--- config.mk ---
export PLATFORM = sky130hd
export DESIGN_NAME = id_stage
export DESIGN_NICKNAME = d
export VERILOG_FILES = /design/src/design/pipe_pkg.sv /design/src/design/isa_pkg.sv /design/src/design/reg_file.sv /design/src/design/imm_gen.sv /design/src/design/id_control.sv /design/src/design/id_ex_reg.sv /design/src/design/id_stage.sv
export SDC_FILE = /design/constraint.sdc
export NUM_CORES = 2
export LEC_CHECK = 0
export BUFFER_PORTS_ARGS = -buffer_cell sky130_fd_sc_hd__buf_2
export CAP_MARGIN = 20
export CORE_MARGIN = 1.5
export CORE_UTILIZATION = 45
export CTS_CLUSTER_DIAMETER = 120
export DETAILED_ROUTE_END_ITERATION = 6
export PLACE_DENSITY = 0.73
export SYNTH_ARGS = -nofsm -noshare
export SYNTH_HDL_FRONTEND = slang
export SYNTH_SLANG_ARGS = --single-unit
--- constraint.sdc ---
create_clock -name clk -period 4.7 [get_ports clk]
set_input_delay 0.94 -clock clk [delete_from_list [all_inputs] [get_ports clk]]
set_output_delay 0.94 -clock clk [all_outputs]
set_load 0.05 [all_outputs]
--- src/design/pipe_pkg.sv ---
package pipe_pkg;

    // ####################
    // datapath widths
    // ####################

    localparam int xlen = 32;           // word width.

    // register files.
    localparam int reg_addr_w = 5;
    localparam int num_regs   = 32;     // per file, int and fp alike.

endpackage

--- src/design/isa_pkg.sv ---
package isa_pkg;

    // ####################
    // major opcodes
    // ####################

    localparam logic [6:0] opc_load     = 7'b0000011;
    localparam logic [6:0] opc_store    = 7'b0100011;
    localparam logic [6:0] opc_branch   = 7'b1100011;
    localparam logic [6:0] opc_jal      = 7'b1101111;
    localparam logic [6:0] opc_jalr     = 7'b1100111;
    localparam logic [6:0] opc_lui      = 7'b0110111;
    localparam logic [6:0] opc_auipc    = 7'b0010111;
    localparam logic [6:0] opc_arith_i  = 7'b0010011;
    localparam logic [6:0] opc_arith    = 7'b0110011;

    // single precision extension.
    localparam logic [6:0] opc_fp_load  = 7'b0000111;    // flw.
    localparam logic [6:0] opc_fp_store = 7'b0100111;    // fsw.
    localparam logic [6:0] opc_fp_op    = 7'b1010011;
    localparam logic [6:0] opc_fp_fma   = 7'b1000011;    // fmadd.s.

    // ####################
    // immediate formats
    // ####################

    typedef enum logic [2:0] {
        imm_i,
        imm_s,
        imm_b,
        imm_u,
        imm_j
    } imm_sel_t;

    // ####################
    // instruction source
    // ####################

    // pc bit 30 picks bios over imem.
    localparam int         pc_src_bit    = 30;
    localparam logic [0:0] inst_src_imem = 1'b0;
    localparam logic [0:0] inst_src_bios = 1'b1;

endpackage

--- src/design/reg_file.sv ---
module reg_file #(
    parameter type data_t   = logic [pipe_pkg::xlen-1:0],
    parameter int  num_read = 2,
    parameter bit  zero_reg = 1'b0
) (
    input  logic                              clk,
    input  logic                              id_reg_rst,
    input  logic                              we,
    input  logic [pipe_pkg::reg_addr_w-1:0]   wa,
    input  data_t                             wd,
    input  logic [pipe_pkg::reg_addr_w-1:0]   ra [num_read],
    output data_t                             rd [num_read]
);
    import pipe_pkg::*;

    data_t regs [num_regs];

    // write port, visible from the next cycle.
    always_ff @(posedge clk) begin
        if (we && !(zero_reg && (wa == '0))) begin
            regs[wa] <= wd;
        end
        if (zero_reg && id_reg_rst) begin
            regs[0] <= '0;      // x0 starts at zero.
        end
    end

    // async read ports.
    always_comb begin
        for (int i = 0; i < num_read; i++) begin
            rd[i] = regs[ra[i]];
        end
    end

    // ####################
    // checks
    // ####################

    // a write aimed at x0 must not leak into later reads.
    if (zero_reg) begin : g_zero_chk
        for (genvar i = 0; i < num_read; i++) begin : g_port
            zero_read : assert property (
                @(posedge clk) disable iff (id_reg_rst)
                (we && (wa == '0)) ##1 (ra[i] == '0) |-> (rd[i] == '0)
            ) else $error("reg_file: index 0 read nonzero on port %0d", i);
        end
    end

endmodule

--- src/design/imm_gen.sv ---
module imm_gen (
    input  logic [pipe_pkg::xlen-1:0]  inst,
    input  isa_pkg::imm_sel_t          sel,
    output logic [pipe_pkg::xlen-1:0]  imm
);
    import pipe_pkg::*;
    import isa_pkg::*;

    logic sign;

    assign sign = inst[31];

    always_comb begin
        case (sel)
            imm_i: begin
                imm = {{(xlen-11){sign}}, inst[30:20]};
            end
            imm_s: begin
                imm = {{(xlen-11){sign}}, inst[30:25], inst[11:7]};
            end
            imm_b: begin
                // halfword aligned offset.
                imm = {{(xlen-12){sign}}, inst[7], inst[30:25], inst[11:8], 1'b0};
            end
            imm_u: begin
                imm = {inst[31:12], 12'b0};     // upper 20, low bits zero.
            end
            imm_j: begin
                imm = {{(xlen-20){sign}}, inst[19:12], inst[20], inst[30:21], 1'b0};
            end
            default: begin
                imm = '0;
            end
        endcase
    end

endmodule

--- src/design/id_control.sv ---
module id_control (
    input  logic [pipe_pkg::xlen-1:0]  inst,
    input  logic [pipe_pkg::xlen-1:0]  ex_inst,
    input  logic                       fpu_busy,
    output isa_pkg::imm_sel_t          imm_sel,
    output logic                       stall,
    output logic                       hold,
    output logic                       fpu_valid,
    output logic                       fwd_rs1,
    output logic                       fwd_rs2
);
    import pipe_pkg::*;
    import isa_pkg::*;

    logic [6:0]            opc;
    logic [6:0]            ex_opc;
    logic [reg_addr_w-1:0] rs1;
    logic [reg_addr_w-1:0] rs2;
    logic [reg_addr_w-1:0] ex_rd;
    logic                  uses_rs1;
    logic                  uses_rs2;
    logic                  fp_compute;
    logic                  ex_is_load;
    logic                  ex_writes_int;

    assign opc    = inst[6:0];
    assign ex_opc = ex_inst[6:0];
    assign rs1    = inst[19:15];
    assign rs2    = inst[24:20];
    assign ex_rd  = ex_inst[11:7];

    // ####################
    // decode
    // ####################

    always_comb begin
        imm_sel  = imm_i;
        uses_rs1 = !(opc inside {opc_lui, opc_auipc, opc_jal});
        uses_rs2 = opc inside {opc_store, opc_branch, opc_arith,
                               opc_fp_store, opc_fp_op, opc_fp_fma};
        case (opc)
            opc_store, opc_fp_store: imm_sel = imm_s;
            opc_branch:              imm_sel = imm_b;
            opc_lui, opc_auipc:      imm_sel = imm_u;
            opc_jal:                 imm_sel = imm_j;
            default:                 imm_sel = imm_i;
        endcase
    end

    assign fp_compute    = (opc == opc_fp_op) || (opc == opc_fp_fma);
    assign ex_is_load    = (ex_opc == opc_load) || (ex_opc == opc_fp_load);
    assign ex_writes_int = ex_opc inside {opc_lui, opc_auipc, opc_jal, opc_jalr,
                                          opc_arith_i, opc_arith};

    // ####################
    // hazards
    // ####################

    assign stall = ex_is_load && (ex_rd != '0) &&
                   ((uses_rs1 && (ex_rd == rs1)) || (uses_rs2 && (ex_rd == rs2)));

    assign hold = fp_compute && fpu_busy;   // fpu still on the last op.

    assign fwd_rs1 = ex_writes_int && (ex_rd != '0) && (ex_rd == rs1);
    assign fwd_rs2 = ex_writes_int && (ex_rd != '0) && (ex_rd == rs2);

    // issue only when the stage actually advances.
    assign fpu_valid = fp_compute && !fpu_busy && !stall;

endmodule

--- src/design/id_ex_reg.sv ---
module id_ex_reg (
    input  logic                       clk,
    input  logic                       id_reg_rst,
    input  logic                       stall,
    input  logic                       hold,
    input  logic                       ex_flush,
    input  logic                       wb_flush,
    input  logic [pipe_pkg::xlen-1:0]  pc,
    input  logic [pipe_pkg::xlen-1:0]  inst,
    input  logic [pipe_pkg::xlen-1:0]  rd1,
    input  logic [pipe_pkg::xlen-1:0]  rd2,
    input  logic [pipe_pkg::xlen-1:0]  fd1,
    input  logic [pipe_pkg::xlen-1:0]  fd2,
    input  logic [pipe_pkg::xlen-1:0]  fd3,
    input  logic [pipe_pkg::xlen-1:0]  imm,
    input  logic                       target_taken,
    input  logic                       fwd_rs1,
    input  logic                       fwd_rs2,
    input  logic                       fpu_valid,
    output logic [pipe_pkg::xlen-1:0]  ex_pc,
    output logic [pipe_pkg::xlen-1:0]  ex_inst,
    output logic [pipe_pkg::xlen-1:0]  ex_rd1,
    output logic [pipe_pkg::xlen-1:0]  ex_rd2,
    output logic [pipe_pkg::xlen-1:0]  ex_fd1,
    output logic [pipe_pkg::xlen-1:0]  ex_fd2,
    output logic [pipe_pkg::xlen-1:0]  ex_fd3,
    output logic [pipe_pkg::xlen-1:0]  ex_imm,
    output logic                       ex_target_taken,
    output logic                       ex_fwd_rs1,
    output logic                       ex_fwd_rs2,
    output logic                       ex_fpu_valid,
    output logic                       ex_id_ex_stall
);
    import pipe_pkg::*;

    logic bubble;

    // hold wins over any flush.
    assign bubble = !hold && (stall || ex_flush || wb_flush || id_reg_rst);

    always_ff @(posedge clk) begin
        if (bubble) begin
            {ex_pc, ex_inst, ex_rd1, ex_rd2} <= '0;
            {ex_fd1, ex_fd2, ex_fd3, ex_imm} <= '0;
            {ex_target_taken, ex_fwd_rs1, ex_fwd_rs2} <= '0;
        end else if (!hold) begin
            ex_pc           <= pc;
            ex_inst         <= inst;
            ex_rd1          <= rd1;
            ex_rd2          <= rd2;
            ex_fd1          <= fd1;
            ex_fd2          <= fd2;
            ex_fd3          <= fd3;
            ex_imm          <= imm;
            ex_target_taken <= target_taken;
            ex_fwd_rs1      <= fwd_rs1;
            ex_fwd_rs2      <= fwd_rs2;
        end
    end

    always_ff @(posedge clk) begin
        if (id_reg_rst) begin
            ex_fpu_valid   <= 1'b0;
            ex_id_ex_stall <= 1'b0;
        end else begin
            ex_fpu_valid   <= fpu_valid;
            ex_id_ex_stall <= hold;     // tells ex the bundle is stale.
        end
    end

    ex_hold_stable : assert property (
        @(posedge clk) disable iff (id_reg_rst)
        hold |=> $stable({ex_pc, ex_inst, ex_rd1, ex_rd2, ex_fd1, ex_fd2, ex_fd3,
                          ex_imm, ex_target_taken, ex_fwd_rs1, ex_fwd_rs2})
    ) else $error("id_ex_reg: ex bundle changed under hold");

endmodule

--- src/design/id_stage.sv ---
module id_stage (
    input  logic                       clk,
    input  logic                       id_reg_rst,

    input  logic [pipe_pkg::xlen-1:0]  id_pc,
    input  logic [pipe_pkg::xlen-1:0]  id_bios_inst,
    input  logic [pipe_pkg::xlen-1:0]  id_imem_inst,
    input  logic                       id_target_taken,

    input  logic                       ex_fpu_busy,
    input  logic                       ex_flush,

    input  logic [pipe_pkg::xlen-1:0]  wb_inst,
    input  logic [pipe_pkg::xlen-1:0]  wb_fp_inst,
    input  logic [pipe_pkg::xlen-1:0]  wb_wdata,
    input  logic [pipe_pkg::xlen-1:0]  wb_fp_wdata,
    input  logic                       wb_flush,
    input  logic                       wb_regwen,
    input  logic                       wb_fp_regwen,

    output logic                       ex_id_ex_stall,
    output logic [pipe_pkg::xlen-1:0]  ex_pc,
    output logic [pipe_pkg::xlen-1:0]  ex_rd1,
    output logic [pipe_pkg::xlen-1:0]  ex_rd2,
    output logic [pipe_pkg::xlen-1:0]  ex_fd1,
    output logic [pipe_pkg::xlen-1:0]  ex_fd2,
    output logic [pipe_pkg::xlen-1:0]  ex_fd3,
    output logic [pipe_pkg::xlen-1:0]  ex_imm,
    output logic [pipe_pkg::xlen-1:0]  ex_inst,
    output logic                       ex_target_taken,
    output logic                       ex_fpu_valid,
    output logic                       ex_fwd_rs1,
    output logic                       ex_fwd_rs2,

    output logic                       id_stall
);
    import pipe_pkg::*;
    import isa_pkg::*;

    logic [xlen-1:0]       id_inst;
    logic [reg_addr_w-1:0] fp_wa;
    logic [reg_addr_w-1:0] int_ra [2];
    logic [xlen-1:0]       int_rd [2];
    logic [reg_addr_w-1:0] fp_ra [3];
    logic [xlen-1:0]       fp_rd [3];
    logic [xlen-1:0]       imm;
    imm_sel_t              imm_sel;
    logic                  stall;
    logic                  hold;
    logic                  fpu_valid;
    logic                  fwd_rs1;
    logic                  fwd_rs2;

    // ####################
    // fetch word select
    // ####################

    always_comb begin
        case (id_pc[pc_src_bit])
            inst_src_bios: id_inst = id_bios_inst;
            inst_src_imem: id_inst = id_imem_inst;
            default:       id_inst = id_imem_inst;
        endcase
    end

    // ####################
    // register files
    // ####################

    assign int_ra[0] = id_inst[19:15];
    assign int_ra[1] = id_inst[24:20];
    assign fp_ra[0]  = id_inst[19:15];
    assign fp_ra[1]  = id_inst[24:20];
    assign fp_ra[2]  = id_inst[31:27];     // rs3 for fma.

    // flw results come back on the integer wb path.
    assign fp_wa = (wb_inst[6:0] == opc_fp_load) ? wb_inst[11:7] : wb_fp_inst[11:7];

    reg_file #(
        .data_t   (logic [xlen-1:0]),
        .num_read (2),
        .zero_reg (1'b1)
    ) int_regs (
        .clk        (clk),
        .id_reg_rst (id_reg_rst),
        .we         (wb_regwen),
        .wa         (wb_inst[11:7]),
        .wd         (wb_wdata),
        .ra         (int_ra),
        .rd         (int_rd)
    );

    reg_file #(
        .data_t   (logic [xlen-1:0]),
        .num_read (3),
        .zero_reg (1'b0)
    ) fp_regs (
        .clk        (clk),
        .id_reg_rst (id_reg_rst),
        .we         (wb_fp_regwen),
        .wa         (fp_wa),
        .wd         (wb_fp_wdata),
        .ra         (fp_ra),
        .rd         (fp_rd)
    );

    // ####################
    // decode and hazards
    // ####################

    imm_gen imm_gen (
        .inst (id_inst),
        .sel  (imm_sel),
        .imm  (imm)
    );

    id_control id_control (
        .inst      (id_inst),
        .ex_inst   (ex_inst),
        .fpu_busy  (ex_fpu_busy),
        .imm_sel   (imm_sel),
        .stall     (stall),
        .hold      (hold),
        .fpu_valid (fpu_valid),
        .fwd_rs1   (fwd_rs1),
        .fwd_rs2   (fwd_rs2)
    );

    assign id_stall = stall || hold;    // fetch freezes.

    id_ex_reg id_ex_reg (
        .clk             (clk),
        .id_reg_rst      (id_reg_rst),
        .stall           (stall),
        .hold            (hold),
        .ex_flush        (ex_flush),
        .wb_flush        (wb_flush),
        .pc              (id_pc),
        .inst            (id_inst),
        .rd1             (int_rd[0]),
        .rd2             (int_rd[1]),
        .fd1             (fp_rd[0]),
        .fd2             (fp_rd[1]),
        .fd3             (fp_rd[2]),
        .imm             (imm),
        .target_taken    (id_target_taken),
        .fwd_rs1         (fwd_rs1),
        .fwd_rs2         (fwd_rs2),
        .fpu_valid       (fpu_valid),
        .ex_pc           (ex_pc),
        .ex_inst         (ex_inst),
        .ex_rd1          (ex_rd1),
        .ex_rd2          (ex_rd2),
        .ex_fd1          (ex_fd1),
        .ex_fd2          (ex_fd2),
        .ex_fd3          (ex_fd3),
        .ex_imm          (ex_imm),
        .ex_target_taken (ex_target_taken),
        .ex_fwd_rs1      (ex_fwd_rs1),
        .ex_fwd_rs2      (ex_fwd_rs2),
        .ex_fpu_valid    (ex_fpu_valid),
        .ex_id_ex_stall  (ex_id_ex_stall)
    );

endmodule

Word level (Yosys, flattened, before mapping):

Memory sizes are Yosys's and may differ from the RTL's. A register that Yosys moved wholly into a read port is not among the register bits.
Cells that the tools add are included.

* memory bits (writable): 2048
* input bits: 232
* flip-flop bits (word level): 101
* memories: 2

* multiplexer cells: 10
* bitwise gates (word level): 1
* reductions and logical operators: 37
* equal/unequal tests: 24

Memory list
* fp_regs.regs: depth 32, width 32, rd ports 3, clocked after memory_dff 3, write ports 1, line reg_file.sv:16 `data_t regs [num_regs];`
* int_regs.regs: depth 32, width 32, rd ports 2, clocked after memory_dff 2, write ports 2, line reg_file.sv:16

Operators with widths (number)
* $pmux W32 S5: 1
* $pmux W32 S2: 1
* $eq A7 B6 Y1 const B: 6
* $eq A7 B7 Y1 const B: 6
* $eq A7 B5 Y1 const B: 3
* $eq A7 B3 Y1 const B: 2
* $logic_and A1 B1 Y1: 12
* $pmux W3 S4: 1
* $reduce_bool A6 Y1: 2
* $eq A5 B5 Y1: 2
* $logic_not A1 Y1: 10
* $eq A7 B2 Y1 const B: 1
* $logic_or A1 B1 Y1: 7
* $eq A3 B2 Y1 const B: 2
* $mux W1: 6
* $logic_not A5 Y1: 1
* $mux W5: 1
* $reduce_bool A5 Y1: 1
* $reduce_or A2 Y1: 2
* $eq A3 B1 Y1 const B: 1
* $eq A3 B3 Y1 const B: 1
* $logic_not A3 Y1: 1
* $reduce_bool A3 Y1: 1
* $not A1 Y1: 1

Logic depth before layout (Yosys ltp):

* word-level depth: 12
* depth in mapped cells: 15

Hierarchy:

Synthesis repeated with hierarchy kept, for this count alone.

* cells, all modules: 9024
* area total of the unflattened synthesis: 118133.3 sq um

By module, submodules not included
* reg_file at fp_regs: cells each 4544, area each 57677.8 sq um, instances 1, sequential area each 30749.5 sq um
* reg_file at int_regs: cells each 3420, area each 48645.4 sq um, instances 1, sequential area each 30429.2 sq um
* id_ex_reg: cells each 869, area each 10447.5 sq um, instances 1, sequential area each 5225.0 sq um
* imm_gen: cells each 94, area each 540.5 sq um, instances 1, sequential area each 0.0 sq um
* id_stage: cells each 45, area each 471.7 sq um, instances 1, sequential area each 0.0 sq um
* id_control: cells each 52, area each 350.3 sq um, instances 1, sequential area each 0.0 sq um

Worst setup path before layout:

OpenSTA, ideal clock, no wires.

* path kind: input-to-output
* start point: input port id_pc[30] in the netlist's numbering
* end point: output port id_stall
* cell stages on the path: 10
* data arrival time: 2.918 ns
* buffers on the path: 5
* slack: 0.842 ns
* path through: buf_6 -> buf_6 -> buf_6 -> nand4b_1 -> or4_1 -> nand2_1 -> and2_1 -> buf_2 -> clkbuf_1 -> or3_1

* cells in the longest elaborated chain, start to end: 9
* elaborated cells on any way between the ends: 23

Ends and longest elaborated chain
* start: declaration: line id_stage.sv:5 `input logic [pipe_pkg::xlen-1:0] id_pc,`
* $not A1 Y1: line id_stage.sv:59 `case (id_pc[pc_src_bit])`
* $pmux W32 S2 *: line id_stage.sv:59
* $eq A7 B6 Y1, or another cell as far along: line id_control.sv:38 `uses_rs1 = !(opc inside {opc_lui, opc_auipc, opc_jal});`
* $reduce_bool A3 Y1: line id_control.sv:38
* $logic_not A1 Y1: line id_control.sv:38
* $logic_and A1 B1 Y1: line id_control.sv:60 `((uses_rs1 && (ex_rd == rs1)) || (uses_rs2 && (ex_rd == rs2)));`
* $logic_or A1 B1 Y1: line id_control.sv:60
* $logic_and A1 B1 Y1: line id_control.sv:59 `assign stall = ex_is_load && (ex_rd != '0) &&`
* $logic_or A1 B1 Y1 *: line id_stage.sv:129 `assign id_stall = stall || hold;`
* end: declaration: line id_stage.sv:35 `output logic id_stall`

Every way passes the cells marked *; elsewhere a longest branch is shown, timed or not.

Worst setup path in the final report:

Same ends and word-level chain as after synthesis.

==> impl_metrics.py <==
metrics = {
    "min_path": {
        "worstHoldStart": "id_pc[24]",
        "min_path_cells": 3,
        "hold_path_end": "id_ex_reg.ex_pc[24]$_SDFFE_PP0N_",
        "worst_hold_path_type": "input pin to register",
    },
    "cts": {
        "cts.root.buffer_cell": "clkbuf_16",
        "cts.hold.buffers_added": 0,
        "cts_sinks": 2309,
        "clock_tree.buffer_depth": 3,
        "clock_latency_ps": 930,
        "cts-htree-levels": 4,
        "tritoncts": "done",
        "clk_transition_reported_paths_ps": 60,
        "cts_setup_buffers": 0,
        "cts_made_buffers": 233,
        "post_cts_resize_count": 0,
    },
    "grt": {
        "grt.met2_usage_pct": 48.9,
        "grt_overflow": 0,
        "track_usage_pct": 34.1,
        "global_routing_met1_resource_utilization_pct": 40.9,
        "antenna_found_initial": 78,
        "use_met3_pct": 14.4,
        "grt_first_pass_wirelength_mm": 605,
        "first_global_vias": 81600,
        "grt_start_max_net_pins": 125,
        "busiest_layer": "met2",
    },
    "sta": {
        "setup_slack_ps": 521,
        "setup-tns-final_ps": 0,
        "rsz0062_at_grt": "false",
        "setup-violations-final": 0,
        "final.period_utilization_pct": 88.9,
        "tightestPinTransition_ps": 1270,
        "post-route-min-period_ps": 4180,
        "timing.final.hold_violations": 0,
        "final.hold.worst_slack_ps": 270,
        "slew-limit-headroom_pct": 14.8,
        "fmax_mhz": 239,
        "report.final.slew_viol_count": 0,
        "finalClockSkew_ps": 73.2,
    },
    "synthesis": {
        "synth-edff-count": 2016,
        "synth.top_cell.area_share_pct": 54.3,
        "syn-mean-instance-area_sq_um": 14.3,
        "syn-cell-area_sq_um": 111000,
        "postSynthNetCount": 8027,
        "proportion_of_register_bits_with_asynchronous_set_or_reset_after_synthesis_pct": 0,
        "postSynth.topFlopCell": "edfxtp_1",
        "post-synth-top-area-cell": "edfxtp_1",
        "synth_seq_area_share_pct": 59.6,
        "ys_seq_elements": 2309,
        "top_cells_by_area_synth": "edfxtp_1 54%, mux4_2 19%, nand2_1 5.5%",
        "ys_types": 73,
        "postSynthCellCount": 7795,
        "synthesis.yosys.warnings": 0,
    },
    "worst_setup_path": {
        "r2r_slack_ps": 1450,
        "crit_path_capture_type": "output port",
        "worst_setup_path_type": "input pin to output port",
        "arrival_ps": 3240,
        "r2r-end": "id_ex_reg.ex_fd3[0]$_SDFFE_PP0N_",
        "critPathMaxFanout": 28,
        "cp.required_ps": 3760,
        "startpoint_type": "input pin",
        "reg_to_reg_critical_path_startpoint": "id_ex_reg.ex_inst[8]$_SDFFE_PP0N_",
        "r2r_cells": 8,
        "crit_start": "id_pc[30]",
    },
    "place": {
        "post-dp-hpwl_mm": 252,
        "placement.setup.worst_slack_ps": 497,
        "place.gp.congestion": 0.961,
        "portBuffers": 446,
    },
    "power": {
        "pwr-share-comb_pct": 13.6,
        "total_switching_power_mw": 13.0,
        "power_report.internal_total_mw": 35.7,
        "switching_share_pct": 26.7,
        "power.density_nw_per_um2": 379,
        "totalPowerFinal_mw": 48.7,
        "seqPwrFrac_pct": 46.7,
        "vdd_ir_drop_max_mv": 0.438,
        "clockPowerShare_pct": 39.7,
        "p_leak_nw": 43.0,
    },
    "drt": {
        "finalWirelength_mm": 436,
        "drt.antenna.violating_nets": 0,
        "post-route-drc-count": 10,
        "detail_route.vias_per_cell": 7.23,
        "drt_first_iter_violations": 15900,
        "vias": 84400,
        "detailedRoute.firstPassIterationCount": 7,
        "post_drt_wl_per_cell_um": 37.3,
    },
    "floorplan": {
        "die_h_um": 501,
        "start_util_pct": 45.3,
        "top_level_ports": 494,
        "die_area_sq_um": 251000,
        "die-width_um": 501,
        "num_rows": 182,
        "core_area_sq_um": 246000,
    },
    "finish": {
        "top_library_cells_by_usage_in_the_layout_fill_and_taps_aside": "2,016 x edfxtp_1, 1,627 x nand2_1, 920 x mux4_2",
        "finish.net_count": 8424,
        "layout_commonest_cell": "edfxtp_1",
        "area_delta_synth_final_pct": 15.4,
        "drive_above_1_share_pct": 26.9,
        "filler_cell_count": 19500,
    },
    "status": {
        "run_status": "finished with violations",
        "failing_checks": "design-rule violations",
    },
    "flow_run": {
        "cap_viol_max_count": 0,
    },
}
==> worst max-delay path, cell delays in order <==
cell	delay, ps
buf_6	300
buf_12	280
mux2i_1	470
xnor2_1	110
nor3_1	380
and4_4	350
or3_1	120
buf_2	270
==> worst max path at each step <==
stage	endpoint	slack [ps]	cells past startpoint
after global placement	id_ex_reg.ex_fd1[10]$_SDFFE_PP0N_	540	10
after floorplan	id_stall	840	10
final	id_stall	520	8
after detailed placement	id_ex_reg.ex_fd1[10]$_SDFFE_PP0N_	500	10
after CTS	id_stall	550	8
after global routing	id_stall	450	8
==> cells in the mapped netlist, types with 86 or more instances <==
| library cell | instances |
|---|---|
| a31oi_1 | 89 |
| edfxtp_1 | 2016 |
| o21ai_0 | 92 |
| and3_1 | 86 |
| clkbuf_1 | 347 |
| o2111ai_1 | 210 |
| nor2_1 | 182 |
| nand3_1 | 593 |
| dfxtp_1 | 293 |
| a22o_1 | 251 |
| nand2_1 | 1630 |
| a22oi_1 | 139 |
| mux4_2 | 920 |
| buf_2 | 210 |
==> sequential cells by signal, summed over array words and instances (netlist names) <==
signal,count
fp_regs.regs,1024
int_regs.regs,1024
id_ex_reg.ex_fd1,32
id_ex_reg.ex_fd2,32
id_ex_reg.ex_fd3,32
id_ex_reg.ex_imm,32
id_ex_reg.ex_inst,32
id_ex_reg.ex_pc,32
id_ex_reg.ex_rd1,32
id_ex_reg.ex_rd2,32
id_ex_reg.ex_fpu_valid,1
id_ex_reg.ex_fwd_rs1,1
id_ex_reg.ex_fwd_rs2,1
id_ex_reg.ex_id_ex_stall,1
id_ex_reg.ex_target_taken,1
==> power by group through the flow <==
stage	logic, mW	clock network [mW]	registers, mW
final	6.63	19.3	22.8
after floorplan	3.48	0	23.4
after global routing	6.74	20.1	22.8
after CTS	6.36	19.3	22.8
after detailed placement	6.34	0	23.2
after global placement	6.25	0	23.2
==> through the flow <==
stage	cells	instance area [sq um]	utilization (%)
floorplan	7795	111000	-
global placement	11200	120000	48.9
detailed placement	11200	120000	48.9
CTS	11600	128000	52.2
global route	11700	128000	52.2
finish	11700	129000	52.3
==> logic make-up (layout without fill, tap and decap cells) <==
group | Yosys count | after routing | synth area share, %
flops | 2309 | 2309 | 59.6
buf+inv | 670 | 1278 | 2.72
simple gates | 2669 | 2669 | 10.3
compound gates | 1123 | 1123 | 7.78
mux | 1014 | 1014 | 19.5
other cells | 0 | 58 | 0
xor+xnor | 10 | 10 | 0.0786
==> layout make-up <==
cell class / count / area, sq um / area share, %
clock buffers: 303 / 6290 / 4.90
well taps: 3220 / 4030 / 3.13
repair buffers: 813 / 6820 / 5.30
multi-input cells: 4816 / 43100 / 33.5
inverters: 19 / 71.3 / 0.0555
flip-flops and latches: 2309 / 66400 / 51.7
diodes: 58 / 145 / 0.113
clock inverters: 143 / 1710 / 1.33
==> layer usage <==
layer / routed length (um) / share of wire [%]
met4: 38000 / 8.7
met1: 135000 / 31
met3: 76600 / 18
met2: 186000 / 43
met5: 330 / 0.076
Power figures use the tool's default switching activity.
